### config.mk
export PLATFORM = sky130hd
export DESIGN_NAME = rover_locator_top
export DESIGN_NICKNAME = d
export VERILOG_FILES = /design/src/verilog/ranging_pkg.sv /design/src/verilog/sensor_sequencer.sv /design/src/verilog/echo_timer.sv /design/src/verilog/median_filter.sv /design/src/verilog/nearest_selector.sv /design/src/verilog/rover_locator_top.sv
export SDC_FILE = /design/constraint.sdc
export NUM_CORES = 1
export LEC_CHECK = 0
export CAP_MARGIN = 20
export CORE_ASPECT_RATIO = 2
export CORE_MARGIN = 2
export CORE_UTILIZATION = 35
export CTS_CLUSTER_DIAMETER = 150
export DETAILED_ROUTE_END_ITERATION = 6
export DONT_BUFFER_PORTS = 1
export RECOVER_POWER = 25
export SYNTH_ARGS = -nofsm -noshare
export SYNTH_HDL_FRONTEND = slang
export SYNTH_SLANG_ARGS = --single-unit
### constraint.sdc
create_clock -name clock -period 8.45 [get_ports clock]
set_input_delay 0.4225 -clock clock [delete_from_list [all_inputs] [get_ports clock]]
set_output_delay 0.4225 -clock clock [all_outputs]
set_load 0.02 [all_outputs]
### src/verilog/ranging_pkg.sv
package ranging_pkg;

	//////////////////////////////////////////////////////////////////////
	// sensor array sizing
	//////////////////////////////////////////////////////////////////////

	// trigger, power and echo buses always carry the full array
	// unused bits just idle
	localparam int MAX_SENSORS = 10;
	localparam int SENSOR_IDX_W = 4;

	//////////////////////////////////////////////////////////////////////
	// distance path
	//////////////////////////////////////////////////////////////////////

	// echo count width, wide enough for roughly 38 ms at 27 MHz
	localparam int DIST_W = 20;

	// written when an echo never ends, 19 ones
	localparam logic [DIST_W-1:0] NOTHING_FOUND = DIST_W'(19'h7_ffff);

	// passes per sensor, the median logic assumes three
	localparam int PASSES = 3;

	// location word is {angle code, distance low byte}
	localparam int LOCATION_W = 12;

	// origin code, the angle is meaningless at the origin
	localparam logic [LOCATION_W-1:0] ORIGIN_LOCATION = 12'h100;

endpackage

### src/verilog/sensor_sequencer.sv
module sensor_sequencer import ranging_pkg::*; #(
	parameter int NUM_SENSORS = 6
) (
	input  logic                    clock,
	input  logic                    reset,
	input  logic                    calculate,
	input  logic                    pass_valid,
	input  logic                    median_valid,
	input  logic                    median_retry,
	input  logic                    report,
	output logic                    fire,
	output logic [SENSOR_IDX_W-1:0] sensor_index,
	output logic                    scan_start,
	output logic                    scan_end,
	output logic                    done
);

	localparam int PASS_W = $clog2(PASSES + 1);
	localparam logic [SENSOR_IDX_W-1:0] LAST_SENSOR = SENSOR_IDX_W'(NUM_SENSORS - 1);

	// scan states
	localparam logic [1:0] IDLE = 2'd0;
	localparam logic [1:0] MEASURE = 2'd1;
	localparam logic [1:0] REPORT_WAIT = 2'd2;

	logic [1:0] state;
	// passes fired so far for the current sensor
	logic [PASS_W-1:0] pass_count;

	always_ff @(posedge clock) begin
		if (reset) begin
			state <= IDLE;
			pass_count <= '0;
			sensor_index <= '0;
			fire <= 1'b0;
			scan_start <= 1'b0;
			scan_end <= 1'b0;
			done <= 1'b0;
		end else begin
			// strobes default low
			fire <= 1'b0;
			scan_start <= 1'b0;
			scan_end <= 1'b0;
			case (state)
				IDLE: begin
					// accept a new scan, start at sensor 0 pass one
					if (calculate) begin
						state <= MEASURE;
						scan_start <= 1'b1;
						done <= 1'b0;
						sensor_index <= '0;
						pass_count <= PASS_W'(1);
						fire <= 1'b1;
					end
				end
				MEASURE: begin
					if (pass_valid && (pass_count < PASS_W'(PASSES))) begin
						// more passes needed on this sensor
						fire <= 1'b1;
						pass_count <= pass_count + 1'b1;
					end else if (median_retry) begin
						// zero median, run the whole set again
						fire <= 1'b1;
						pass_count <= PASS_W'(1);
					end else if (median_valid) begin
						if (sensor_index == LAST_SENSOR) begin
							scan_end <= 1'b1;
							state <= REPORT_WAIT;
						end else begin
							// selector samples the old index on this edge
							sensor_index <= sensor_index + 1'b1;
							pass_count <= PASS_W'(1);
							fire <= 1'b1;
						end
					end
				end
				REPORT_WAIT: begin
					// done stays high until the next accepted calculate
					if (report) begin
						done <= 1'b1;
						state <= IDLE;
					end
				end
				default: state <= IDLE;
			endcase
		end
	end

endmodule

### src/verilog/echo_timer.sv
module echo_timer import ranging_pkg::*; #(
	parameter int TRIGGER_CYCLES = 275,
	parameter int ECHO_LIMIT = 1048576,
	parameter int ECHO_SHIFT = 12,
	parameter int POWER_OFF_CYCLES = 27000000
) (
	input  logic                    clock,
	input  logic                    reset,
	input  logic                    fire,
	input  logic [SENSOR_IDX_W-1:0] sensor_index,
	input  logic [MAX_SENSORS-1:0]  ultrasound_signals,
	output logic [MAX_SENSORS-1:0]  ultrasound_commands,
	output logic [MAX_SENSORS-1:0]  ultrasound_power,
	output logic                    pass_valid,
	output logic [DIST_W-1:0]       pass_distance
);

	localparam int TRIG_W = $clog2(TRIGGER_CYCLES + 1);
	localparam int OFF_W = $clog2(POWER_OFF_CYCLES + 1);
	// count value at which a stuck echo is given up
	localparam logic [DIST_W-1:0] ECHO_END = DIST_W'(ECHO_LIMIT - 1);

	//////////////////////////////////////////////////////////////////////
	// measurement states
	//////////////////////////////////////////////////////////////////////

	localparam logic [2:0] IDLE = 3'd0;
	localparam logic [2:0] TRIGGER = 3'd1;
	localparam logic [2:0] WAIT_RISE = 3'd2;
	localparam logic [2:0] COUNT = 3'd3;
	localparam logic [2:0] POWER_OFF = 3'd4;

	logic [2:0] state;
	logic [TRIG_W-1:0] trig_count;
	logic [OFF_W-1:0] off_count;
	logic [DIST_W-1:0] echo_count;
	logic echo;

	// echo line of the sensor being measured
	assign echo = ultrasound_signals[sensor_index];

	always_ff @(posedge clock) begin
		if (reset) begin
			state <= IDLE;
			trig_count <= '0;
			off_count <= '0;
			echo_count <= '0;
			ultrasound_commands <= '0;
			// every sensor powered out of reset
			ultrasound_power <= '1;
			pass_valid <= 1'b0;
		end else begin
			pass_valid <= 1'b0;
			case (state)
				IDLE: begin
					if (fire) begin
						ultrasound_commands[sensor_index] <= 1'b1;
						trig_count <= TRIG_W'(1);
						state <= TRIGGER;
					end
				end
				TRIGGER: begin
					// trigger held for exactly TRIGGER_CYCLES
					if (trig_count == TRIG_W'(TRIGGER_CYCLES)) begin
						ultrasound_commands[sensor_index] <= 1'b0;
						state <= WAIT_RISE;
					end else begin
						trig_count <= trig_count + 1'b1;
					end
				end
				WAIT_RISE: begin
					// first high sample counts as one
					if (echo) begin
						echo_count <= DIST_W'(1);
						state <= COUNT;
					end
				end
				COUNT: begin
					if (!echo) begin
						// count now equals the high width
						pass_valid <= 1'b1;
						state <= IDLE;
					end else if (echo_count == ECHO_END) begin
						// stuck sensor, cut its power for a while
						ultrasound_power[sensor_index] <= 1'b0;
						off_count <= OFF_W'(1);
						state <= POWER_OFF;
					end else begin
						echo_count <= echo_count + 1'b1;
					end
				end
				POWER_OFF: begin
					// power low for exactly POWER_OFF_CYCLES
					if (off_count == OFF_W'(POWER_OFF_CYCLES)) begin
						ultrasound_power[sensor_index] <= 1'b1;
						pass_valid <= 1'b1;
						state <= IDLE;
					end else begin
						off_count <= off_count + 1'b1;
					end
				end
				default: state <= IDLE;
			endcase
		end
	end

	// scaled distance, or the sentinel on timeout
	always_ff @(posedge clock) begin
		if (state == COUNT) begin
			if (!echo) begin
				pass_distance <= echo_count >> ECHO_SHIFT;
			end else if (echo_count == ECHO_END) begin
				pass_distance <= NOTHING_FOUND;
			end
		end
	end

endmodule

### src/verilog/median_filter.sv
module median_filter import ranging_pkg::*; (
	input  logic              clock,
	input  logic              reset,
	input  logic              pass_valid,
	input  logic [DIST_W-1:0] pass_distance,
	output logic              median_valid,
	output logic              median_retry,
	output logic [DIST_W-1:0] median_distance
);

	localparam int CNT_W = $clog2(PASSES);

	// one slot per pass
	logic [DIST_W-1:0] pass_regs [PASSES];
	logic [CNT_W-1:0] pass_count;
	// high the cycle after the last pass lands
	logic median_ready;

	// middle of three by min/max
	function automatic logic [DIST_W-1:0] median3(
		input logic [DIST_W-1:0] a,
		input logic [DIST_W-1:0] b,
		input logic [DIST_W-1:0] c
	);
		logic [DIST_W-1:0] lo;
		logic [DIST_W-1:0] hi;
		logic [DIST_W-1:0] mid;
		lo = (a < b) ? a : b;
		hi = (a < b) ? b : a;
		mid = (hi < c) ? hi : c;
		return (lo > mid) ? lo : mid;
	endfunction

	always_ff @(posedge clock) begin
		if (reset) begin
			pass_count <= '0;
			median_ready <= 1'b0;
		end else begin
			median_ready <= 1'b0;
			if (pass_valid) begin
				// wrap after the last pass, a retry starts fresh
				if (pass_count == CNT_W'(PASSES - 1)) begin
					pass_count <= '0;
					median_ready <= 1'b1;
				end else begin
					pass_count <= pass_count + 1'b1;
				end
			end
		end
	end

	always_ff @(posedge clock) begin
		if (pass_valid) begin
			pass_regs[pass_count] <= pass_distance;
		end
	end

	assign median_distance = median3(pass_regs[0], pass_regs[1], pass_regs[2]);

	// zero median means a bad reading, ask for another set
	assign median_valid = median_ready && (median_distance != '0);
	assign median_retry = median_ready && (median_distance == '0);

endmodule

### src/verilog/nearest_selector.sv
module nearest_selector import ranging_pkg::*; #(
	parameter int DISTANCE_OFFSET = 5
) (
	input  logic                    clock,
	input  logic                    reset,
	input  logic                    scan_start,
	input  logic                    median_valid,
	input  logic [DIST_W-1:0]       median_distance,
	input  logic [SENSOR_IDX_W-1:0] sensor_index,
	input  logic                    scan_end,
	output logic [LOCATION_W-1:0]   rover_location,
	output logic                    report
);

	localparam int ANGLE_W = 4;
	localparam int LOC_DIST_W = LOCATION_W - ANGLE_W;

	logic best_valid;
	logic [DIST_W-1:0] best_distance;
	logic [ANGLE_W-1:0] best_angle;
	logic [DIST_W-1:0] candidate;
	logic [ANGLE_W-1:0] angle;
	logic take;

	// offset corrects for the sensor housing
	assign candidate = median_distance + DIST_W'(DISTANCE_OFFSET);

	// odd codes, sensors sit between the 15 degree marks
	assign angle = ANGLE_W'(2 * sensor_index + 1);

	// sentinel never wins; equal distance keeps the lower index
	assign take = median_valid && (median_distance != NOTHING_FOUND) &&
		(!best_valid || (candidate < best_distance));

	always_ff @(posedge clock) begin
		if (reset) begin
			best_valid <= 1'b0;
			rover_location <= '0;
			report <= 1'b0;
		end else begin
			report <= 1'b0;
			if (scan_start) begin
				best_valid <= 1'b0;
			end else if (take) begin
				best_valid <= 1'b1;
			end
			if (scan_end) begin
				rover_location <= best_valid ?
					{best_angle, best_distance[LOC_DIST_W-1:0]} : ORIGIN_LOCATION;
				report <= 1'b1;
			end
		end
	end

	always_ff @(posedge clock) begin
		if (take) begin
			best_distance <= candidate;
			best_angle <= angle;
		end
	end

endmodule

### src/verilog/rover_locator_top.sv
module rover_locator_top import ranging_pkg::*; #(
	parameter int NUM_SENSORS = 6,
	parameter int TRIGGER_CYCLES = 275,
	parameter int ECHO_LIMIT = 1048576,
	parameter int ECHO_SHIFT = 12,
	parameter int POWER_OFF_CYCLES = 27000000,
	parameter int DISTANCE_OFFSET = 5
) (
	input  logic                  clock,
	input  logic                  reset,
	input  logic                  calculate,
	input  logic [MAX_SENSORS-1:0] ultrasound_signals,
	output logic [MAX_SENSORS-1:0] ultrasound_commands,
	output logic [MAX_SENSORS-1:0] ultrasound_power,
	output logic                  done,
	output logic [LOCATION_W-1:0] rover_location
);

	//////////////////////////////////////////////////////////////////////
	// stage to stage strobes and data
	//////////////////////////////////////////////////////////////////////

	logic fire;
	logic [SENSOR_IDX_W-1:0] sensor_index;
	logic pass_valid;
	logic [DIST_W-1:0] pass_distance;
	logic median_valid;
	logic median_retry;
	logic [DIST_W-1:0] median_distance;
	logic scan_start;
	logic scan_end;
	logic report;

	// stage 1, picks sensor and pass
	sensor_sequencer #(
		.NUM_SENSORS(NUM_SENSORS)
	) u_sequencer (
		.clock(clock),
		.reset(reset),
		.calculate(calculate),
		.pass_valid(pass_valid),
		.median_valid(median_valid),
		.median_retry(median_retry),
		.report(report),
		.fire(fire),
		.sensor_index(sensor_index),
		.scan_start(scan_start),
		.scan_end(scan_end),
		.done(done)
	);

	// stage 2, drives the sensor buses
	echo_timer #(
		.TRIGGER_CYCLES(TRIGGER_CYCLES),
		.ECHO_LIMIT(ECHO_LIMIT),
		.ECHO_SHIFT(ECHO_SHIFT),
		.POWER_OFF_CYCLES(POWER_OFF_CYCLES)
	) u_echo_timer (
		.clock(clock),
		.reset(reset),
		.fire(fire),
		.sensor_index(sensor_index),
		.ultrasound_signals(ultrasound_signals),
		.ultrasound_commands(ultrasound_commands),
		.ultrasound_power(ultrasound_power),
		.pass_valid(pass_valid),
		.pass_distance(pass_distance)
	);

	// stage 3
	median_filter u_median (
		.clock(clock),
		.reset(reset),
		.pass_valid(pass_valid),
		.pass_distance(pass_distance),
		.median_valid(median_valid),
		.median_retry(median_retry),
		.median_distance(median_distance)
	);

	// stage 4, keeps the nearest target
	nearest_selector #(
		.DISTANCE_OFFSET(DISTANCE_OFFSET)
	) u_selector (
		.clock(clock),
		.reset(reset),
		.scan_start(scan_start),
		.median_valid(median_valid),
		.median_distance(median_distance),
		.sensor_index(sensor_index),
		.scan_end(scan_end),
		.rover_location(rover_location),
		.report(report)
	);

endmodule

Yosys cells after proc, flatten, opt, wreduce, memory -nomap -nowiden. Memories as Yosys holds them, arrays and structs flattened. Cells that the tools add are included.

Register bits: 150. RAM bits: 57. Input port bits: 13. Output and inout bits: 33. Logic and storage cells: 184. Memories kept: 1.

Memory list: u_median.pass_regs (words 3, bits a word 19, rd ports 3, clocked after Yosys merged registers in 0, wr ports 1, line median_filter.sv:14) `logic [DIST_W-1:0] pass_regs [PASSES];`.

Add/subtract/negate cells: 8. Order comparisons: 7. Equal/unequal tests: 32. Muxes and demuxes: 72. Bitwise logic cells: 9. Reduce and logical (&&, ||, !) cells: 32.

Operator list (count): 20-bit 2-to-1 mux (7); 25-bit 2-to-1 mux (3); 20-bit < comparator (3); 10-bit 2-to-1 mux (5); 25-bit one-hot mux with 2 select lines (1); 10-bit one-hot mux with 2 select lines (2); 20-bit one-hot mux with 2 select lines (1); 25-bit by 1-bit adder with 25-bit output, second input constant (1); 25-bit == test, second input constant (1); 2-bit 2-to-1 mux (11); 20-bit by 1-bit adder with 20-bit output, second input constant (1); 20-bit by 3-bit adder with 20-bit output, second input constant (1); 10-bit AND (2); 20-bit == test, second input constant (1); 20-bit greater-than comparator (1); 20-bit zero test (1); 4-bit 2-to-1 mux (5); 20-bit by 19-bit != test with 1-bit output, second input constant (1); 10-bit OR (2); 20-bit nonzero test (1); 19-bit 2-to-1 mux (1); 3-bit 2-to-1 mux (6); 9-bit 2-to-1 mux (2); 2-bit != test, second input constant (9); 43 further kinds (91).

Longest topological paths before layout. Gate-level depths: netlist of run 1. An unclocked memory read counts as a cell.

Depth after elaboration: 13. Depth in mapped cells: 39.

Hierarchy. From an unflattened synthesis of run 1, not the netlist that was laid out.

Cells, all modules: 1229. Area total of the unflattened synthesis: 11513.5 sq um.

Modules (own cells, without submodules): median_filter (instances 1, cells each 468, area an instance 4621.9 sq um, seq. area each 1861.8 sq um); echo_timer (instances 1, cells each 499, area an instance 4266.6 sq um, seq. area each 1831.8 sq um); nearest_selector (instances 1, cells each 198, area an instance 2026.9 sq um, seq. area each 970.9 sq um); sensor_sequencer (instances 1, cells each 64, area an instance 598.1 sq um, seq. area each 240.2 sq um).

Worst setup path before layout of run 1. Ideal clock, no wire load.

Path type: reg-to-reg. Start point: memory u_median.pass_regs[1][17] (netlist name). End point: register u_selector.best_angle[1] (enable). Arrival time: 8.277 ns. Path slack: -0.209 ns. Cell stages (with the launch flop): 37. Buffers on the path: 2. Cell sequence: edfxtp_1 > inv_1 > ha_1 > nand3b_4 > or4_4 > o21a_1 > clkbuf_1 > nand2_1 > o21ai_0 > ha_1 > a211oi_1 > o221ai_1 > nor3_1 > mux2i_1 > ha_1 > a211oi_1 > o311ai_1 > a21oi_1 > nor2_1 > o2bb2ai_2 > a222oi_1 > a21oi_1 > nor2b_1 > buf_2 > nand2_1 > xnor2_1 > ha_1 > a21o_1 > a21o_1 > a21oi_1 > nor2b_1 > o21ai_0 > nand2b_1 > a21oi_1 > o221ai_1 > nand2_1 > and3_1.

RTL lines: start: declaration (line median_filter.sv:14); end signal: assignment (line nearest_selector.sv:58) `best_angle <= angle;`; end: declaration (line nearest_selector.sv:20) `logic [ANGLE_W-1:0] best_angle;`.

==> summary.md, run 1 <==
| Metric | Value |
|---|---|
| Outcome | finished clean |
| Antenna cells | 0 |
| Worst path max stage delay | 0.61 ns |
| Routed wire length | 19650 um |
| Die span in x | 114.2 um |
| Largest area contributor in the netlist | dfxtp_1 |
| Syn Nets | 988 |
| Critical setup path kind | reg -> reg |
| FF+latch count, synth | 166 |
| TritonCTS clock tree | built |
| Final Cell Area | 9682 um^2 |
| Post-DP Area | 8899 um^2 |
| Row Count | 80 |
| Post-synth top cells | 113 x nor2_1, 107 x dfxtp_1, 73 x nand2_1 |
| Antenna violations before repair | 0 |
| Worst hold path type | in -> reg |
| Worst setup SP type | register |
| Top_reg_cell synth | dfxtp_1 |
| Most used cell, CP | ha_1 |
| Worst setup EP type | register |
| DR iter-0 viols | 406 |
| Worst-skew pair later-pin latency | 0.43 ns |
| Unique masters post-synth | 69 |
| Critical Path Source | u_median.pass_regs[1][17]$_DFFE_PP_ |
| Setup violators final | 0 |
| Cell Area, Synth | 8497 um^2 |
| Max VDD drop | 0.1327 mV |
| Most numerous cell in the Yosys netlist | nor2_1 |
| Vias/cell | 5.350 |
| Worst hold path startpoint | reset |
| Fmax | 125.1 MHz |
| Setup TNS | 0 ns |
| Static leakage | 0.003758 uW |
| Synth area leaders | dfxtp_1 25%, edfxtp_1 21%, ha_1 9.0% |
| YS warnings | 0 |
| Final hold violations | 0 |
| Final HPWL DP | 14830 um |
| Mapped Cells | 914 |
| # nets final | 1007 |
| Clock sink count | 166 |
| Share of the synthesized area in the top cell type | 0.2521 |
| CTS max path bufs | 2 |
| Gpl congestion | 0.9086 |
| Max-Cap Viols | 0 |
| CP delay by family, top | compound AO/OA/AOI/OAI gates |
| Number of synthesized flops with an enable pin | 59 |
| 1st-pass router iterations | 7 |
| Core area | 23820 um^2 |
| CTS root buffer | clkbuf_16 |
| Power Dens Cells | 182.0 nW/um^2 |
| Slowest CP cell | a222oi_1 |
| Die area | 25620 um^2 |
| Syn_area_per_cell | 9.296 um^2 |
| H-tree Lvls | 4 |
| Max transition margin | 0.3274 |
| Tmin final | 7.997 ns |
| Io pins | 46 |
| Clock-pin transition on the worst setup and hold timing paths | 0.07 ns |
| Layout cell share with drive strength beyond 1 | 0.09937 |
| Clock buffer count from CTS | 17 |
| Asr flop ratio synth | 0 |
| Vias in the first global route | 6431 |
| Post-route antenna net violation count | 0 |
| Total track usage | 0.1541 |
| Total gr overflow | 0 |
| Max Slew Vio Count | 0 |
| Worst Path Required | 8.59 ns |
| Layout area overhead | 13.94% |
| Worst-path maximum fanout | 12 |
| Measured slew at the worst slew-check pin | 1.009 ns |
| Reg-to-Reg Start | u_median.pass_regs[1][17]$_DFFE_PP_ |
| Drt wl/cell | 15.94 um |
| Buf+Inv Stages, Crit Path | 4 |
| Initial Utilization | 0.3567 |
| DRC errors left | 0 |
| Final period util | 0.9464 |
| Routed vias | 6597 |
| # hold bufs at CTS | 0 |
| Largest net degree at the start of global routing | 54 |
| First-pass GRT wire length | 31080 um |
| Setup Skew | 0.01319 ns |
| Register area share after synthesis | 0.4606 |
| Worst Path Arrival | 8.14 ns |
| Die H | 224.4 um |
| Port Buf Inserts | 0 |
report_power, final:
group	switching, uW	internal (uW)
registers	26.3	839
clock network	311	458
logic	78.8	49.1
cell type report:
type                            count  area [um^2]
Fill cell                        2342        14140
Tap cell                          287        359.1
Sequential cell                   166         3914
Clock inverter                      9        115.1
Multi-Input combinational cell    653         4367
Clock buffer                       23        469.2
Inverter                           70        262.8
Timing Repair Buffer               25        195.2
layer usage:
metal	global-route usage	wire, um
met4	0.09087	942
met2	0.3028	11270
met1	0.1412	6984
met5	0	0
met3	0.02937	456
worst paths after layout:
path / endpoint / slack, ns / cells after the start
setup / recovery: u_selector.best_distance[14]$_DFFE_PP_ / 0.45 / 35
hold / removal: u_echo_timer.off_count[0]$_SDFFE_PP0P_ / 0.06 / 1
setup reg to reg: u_selector.best_distance[14]$_DFFE_PP_ / 0.45 / 35
hold reg to reg: u_median.median_ready$_SDFF_PP0_ / 0.47 / 2
logic make-up after synthesis:
| logic type | share of synthesized area |
|---|---|
| and+or+nand+nor | 0.2103 |
| DFF | 0.4606 |
| adders and majority gates | 0.08982 |
| muxes | 0.02503 |
| AOI/OAI and AO/OA | 0.1290 |
| buffers and inverters | 0.04300 |
| xor gates and xnor gates | 0.04226 |
layout by cell type, fill, tap and decap left out, types with 10 or more instances in the layout:
master and instances:
xor2_1 29, xnor2_1 10, nand3_1 31, nor3_1 10, nor2b_1 18, or3_1 17, nand4_1 33, buf_4 22
inv_1 68, ha_1 60, clkbuf_16 18, o21ai_0 34, nor2_1 112, dfxtp_1 107, a21oi_1 66, edfxtp_1 59
and3_1 10, nand2_1 72, mux2i_1 12
stage by stage:
| stage | hold slack (ns) | cells | power, uW | utilization | setup slack [ns] |
|---|---|---|---|---|---|
| after floorplan | 0.4064 | 914 | 971.0 | - | 0.1224 |
| after detailed placement | 0.4575 | 1192 | 1006 | 0.3735 | -0.03134 |
| after global placement | 0.4418 | 1192 | 1005 | 0.3735 | 0.1640 |
| final | 0.06222 | 1233 | 1762 | 0.4064 | 0.4532 |
| after global routing | 0.03941 | 1233 | 1834 | 0.4064 | -0.02546 |
| after CTS | 0.03835 | 1224 | 1779 | 0.3981 | 0.09506 |
timing repair:
item | 4_1_cts | 5_1_grt
pin swaps | 0 | 9
gates resized for setup | 1 | 27
setup buffers | 0 | 6
gates cloned | 0 | 3
endpoints found under the setup margin | 23 | 23
Power figures use the tool's default switching activity.
==> run 2: changes to the inputs <==
ABC_AREA = 1   (was default)
CTS_BUF_LIST = sky130_fd_sc_hd__clkbuf_2 sky130_fd_sc_hd__clkbuf_4 sky130_fd_sc_hd__clkbuf_8   (was default)
==> run 2 against run 1 <==
Critical path type unchanged. Die area is 2.7% higher. Clock power is 17% lower. Combinational power is 51% higher. Design area is 1.3% lower. Sequential power is 2% higher. Global-route usage is 1.4 points higher.
==> summary.md, run 2 <==
| Metric | Value |
|---|---|
| Outcome | finished clean (unchanged) |
| Clock-pin transition on the worst setup and hold timing paths | 0.09 ns (was 0.07 ns) |
| Die H | 227.4 um (was 224.4 um) |
| Largest family of logic cells by synthesized area | simple AND/OR/NAND/NOR gates (unchanged) |
| Total track usage | 0.1677 (was 0.1541) |
| Worst-skew pair later-pin latency | 0.48 ns (was 0.43 ns) |
| Layout area overhead | 9.414% (was 13.94%) |
| Port Buf Inserts | 0 (unchanged) |
| Gpl congestion | 0.9043 (was 0.9086) |
| YS warnings | 0 (unchanged) |
| H-tree Lvls | 4 (unchanged) |
| CTS max path bufs | 2 (unchanged) |
| RSZ-0062 raised after global routing | no |
| FF-to-FF setup slack | 0.98 ns (was 0.45 ns) |
| Number of synthesized flops with an enable pin | 59 (unchanged) |
| Mapped Cells | 1080 (was 914) |
| Post-synthesis xor/xnor area fraction | 0.008024 (was 0.04226) |
| Routed wire length | 20850 um (was 19650 um) |
| Worst Path Required | 8.62 ns (was 8.59 ns) |
| Clock buffer count from CTS | 17 (unchanged) |
| Reg-to-Reg Start | u_median.pass_regs[0][5]$_DFFE_PP_ (was u_median.pass_regs[1][17]$_DFFE_PP_) |
| Antenna violations before repair | 1 (was 0) |
| Hold depth | 1 (unchanged) |
| Io pins | 46 (unchanged) |
| First-pass GRT wire length | 34130 um (was 31080 um) |
| Largest net degree at the start of global routing | 33 (was 54) |
| Static leakage | 0.003806 uW (was 0.003758 uW) |
| Register area share after synthesis | 0.4482 (was 0.4606) |
| Worst setup SP type | register (unchanged) |
| Most numerous cell in the Yosys netlist | nand2_1 (was nor2_1) |
| Initial Utilization | 0.3560 (was 0.3567) |
| Drt wl/cell | 14.58 um (was 15.94 um) |
| Max-Cap Viols | 0 (unchanged) |
| Routed vias | 7113 (was 6597) |
| Measured slew at the worst slew-check pin | 0.9648 ns (was 1.009 ns) |
| Total gr overflow | 0 (unchanged) |
| Worst-path maximum fanout | 31 (was 12) |
| Max transition margin | 0.3500 (was 0.3274) |
| Max VDD drop | 0.08958 mV (was 0.1327 mV) |
| Unique masters post-synth | 50 (was 69) |
| Worst Path Arrival | 7.64 ns (was 8.14 ns) |
| Die span in x | 115.7 um (was 114.2 um) |
| Final WS setup | 0.9761 ns (was 0.4532 ns) |
| Most used cell, CP | nand2_1 (was ha_1) |
| Syn Nets | 1154 (was 988) |
| Setup TNS | 0 ns (unchanged) |
| Top_reg_cell synth | dfxtp_1 (unchanged) |
| Clock sink count | 166 (unchanged) |
| # fillers | 2555 (was 2342) |
| Layout cell share with drive strength beyond 1 | 0.08569 (was 0.09937) |
| Asr flop ratio synth | 0 (unchanged) |
| Final Cell Area | 9554 um^2 (was 9682 um^2) |
| Share of the synthesized area in the top cell type | 0.2453 (was 0.2521) |
| Worst hold path type | in -> reg (unchanged) |
| Setup Skew | 0.01641 ns (was 0.01319 ns) |
| CTS root buffer | clkbuf_8 (was clkbuf_16) |
| Setup violators final | 0 (unchanged) |
| Vias/cell | 4.974 (was 5.350) |
| Fmax | 133.8 MHz (was 125.1 MHz) |
| Simple-Gate Fraction of Synth Area | 0.2391 (was 0.2103) |
| Worst hold path startpoint | reset (unchanged) |
| Worst path max stage delay | 0.51 ns (was 0.61 ns) |
| Sink of the worst hold path | u_echo_timer.pass_valid$_SDFF_PP0_ (was u_echo_timer.off_count[0]$_SDFFE_PP0P_) |
| Post-CTS Setup Inserts | 0 (unchanged) |
| Synth area leaders | dfxtp_1 25%, edfxtp_1 20%, ha_1 8.7% (was dfxtp_1 25%, edfxtp_1 21%, ha_1 9.0%) |
| Largest area contributor in the netlist | dfxtp_1 (unchanged) |
| Power Dens Cells | 179.1 nW/um^2 (was 182.0 nW/um^2) |
| Critical setup path kind | reg -> reg (unchanged) |
| Post-synthesis compound-gate area fraction | 0.1327 (was 0.1290) |
| TritonCTS clock tree | built (unchanged) |
| 1st-pass router iterations | 6 (was 7) |
| Tmin final | 7.474 ns (was 7.997 ns) |
| Syn_area_per_cell | 8.085 um^2 (was 9.296 um^2) |
| Cell Area, Synth | 8732 um^2 (was 8497 um^2) |
| Vias in the first global route | 7008 (was 6431) |
| Place WS | 0.8014 ns (was -0.03134 ns) |
| Final HPWL DP | 16450 um (was 14830 um) |
| Worst setup EP type | register (unchanged) |
| DRC errors left | 0 (unchanged) |
| Post-synthesis adder-cell area fraction | 0.08741 (was 0.08982) |
| # nets final | 1158 (was 1007) |
| Post-route antenna net violation count | 0 (unchanged) |
| Final hold violations | 0 (unchanged) |
| R2r endpoint | u_selector.best_distance[1]$_DFFE_PP_ (was u_selector.best_distance[14]$_DFFE_PP_) |
| Mux cell area share after synthesis | 0 (was 0.02503) |
| FF+latch count, synth | 166 (unchanged) |
| R2r worst-path depth | 39 (was 35) |
| Row Count | 81 (was 80) |
| Die area | 26310 um^2 (was 25620 um^2) |
| Core area | 24530 um^2 (was 23820 um^2) |
| DR iter-0 viols | 318 (was 406) |
| Final period util | 0.8845 (was 0.9464) |
| Commonest non-fill, non-tap cells in the layout | 171 x nand2_1, 157 x inv_1, 107 x dfxtp_1 (was 112 x nor2_1, 107 x dfxtp_1, 72 x nand2_1) |
| Most common cell after layout, fill and taps aside | nand2_1 (was nor2_1) |
| Post-DP Area | 9090 um^2 (was 8899 um^2) |
| Critical Path Source | u_median.pass_regs[0][5]$_DFFE_PP_ (was u_median.pass_regs[1][17]$_DFFE_PP_) |
| Slowest CP cell | a21oi_1 (was a222oi_1) |
| Max Slew Vio Count | 0 (unchanged) |
| Total power | 1711 uW (was 1762 uW) |
| Post-synth top cells | 172 x nand2_1, 157 x inv_1, 107 x a21oi_1, 107 x dfxtp_1, 97 x nor2_1 (was 113 x nor2_1, 107 x dfxtp_1, 73 x nand2_1) |
[run 2: cell types whose count changed in the layout (fill, tap and decap cells not counted), sizes merged, moves of 9 or more]
cell / previous run / this run
a21oi: 68 / 108
and3: 11 / 2
buf: 24 / 4
inv: 75 / 174
mux2i: 13 / 0
nand2: 73 / 184
nand3: 31 / 69
nand4: 33 / 22
nor2b: 19 / 0
nor3: 11 / 33
o21ai: 41 / 71
or3: 17 / 0
xnor2: 11 / 1
xor2: 30 / 7
[run 2: critical path, delay by kind of cell (launching register included)]
family / cells / cell delay (ns)
flip-flops: 1 / 0.42
buffers and inverters: 3 / 0.54
AO/OA/AOI/OAI: 15 / 2.71
adder cells (fa/ha/maj): 4 / 1.22
XOR/XNOR: 1 / 0.25
AND/OR/NAND/NOR: 16 / 2.08
[run 2: stage by stage]
stage          instances    util  hold WS (ns)
3_3_place_gp        1396  0.3706        0.4291
5_1_grt             1430  0.3896      0.005166
4_1_cts             1429  0.3895      0.001674
3_5_place_dp        1396  0.3706        0.4340
2_1_floorplan       1080       -        0.4137
6_report            1430  0.3896       0.03455
[run 2: logic make-up (layout without fill, tap and decap cells)]
| family | count (synthesis) | in the layout |
|---|---|---|
| xor gates and xnor gates | 8 | 8 |
| buffers and inverters | 191 | 208 |
| DFF | 166 | 166 |
| and+or+nand+nor | 444 | 444 |
| adders and majority gates | 61 | 61 |
| AOI/OAI and AO/OA | 210 | 210 |
| other | 0 | 1 |
[run 2: power by group]
part | total, uW | switching [uW] | leakage, uW | internal (uW)
combinational | 193 | 137 | 0.00219 | 56.1
clock | 639 | 306 | 0.000223 | 333
sequential | 879 | 29.1 | 0.00140 | 850
[run 2: how the worst max path moves through the flow]
| stage | endpoint | slack [ns] | cells after the start |
|---|---|---|---|
| after detailed placement | u_selector.best_distance[12]$_DFFE_PP_ | 0.80 | 40 |
| after global placement | u_selector.best_distance[1]$_DFFE_PP_ | 0.96 | 39 |
| final | u_selector.best_distance[1]$_DFFE_PP_ | 0.98 | 39 |
| after CTS | u_selector.best_distance[12]$_DFFE_PP_ | 0.76 | 39 |
| after floorplan | u_selector.best_angle[1]$_DFFE_PP_ | 1.31 | 39 |
| after global routing | u_selector.best_distance[1]$_DFFE_PP_ | 0.01 | 41 |
[run 2: cell type report]
class / instances / area (um^2) / share of cell area
multi-input combinational: 723 / 4091 / 0.4282
tap: 332 / 415.4 / 0.04348
sequential: 166 / 3914 / 0.4096
clock inverter: 13 / 193.9 / 0.02030
antenna: 1 / 2.502 / 0.0002619
inverter: 171 / 641.9 / 0.06718
timing repair buffer: 5 / 46.29 / 0.004845
clock buffer: 19 / 249.0 / 0.02606
[run 2: repair_timing]
item / 4_1_cts / 5_1_grt
endpoints found under the hold margin: 32 / 0
hold buffers: 1 / 0
resized for setup: 0 / 1
setup endpoints to repair: 0 / 23
[run 2: routing by layer]
metal,vias up,wire [um],track usage
met3,61,717,0.03647
met2,143,11800,0.3201
met5,-,0,0
met4,0,1151,0.1087
met1,3284,7186,0.1549
li1,3625,-,-
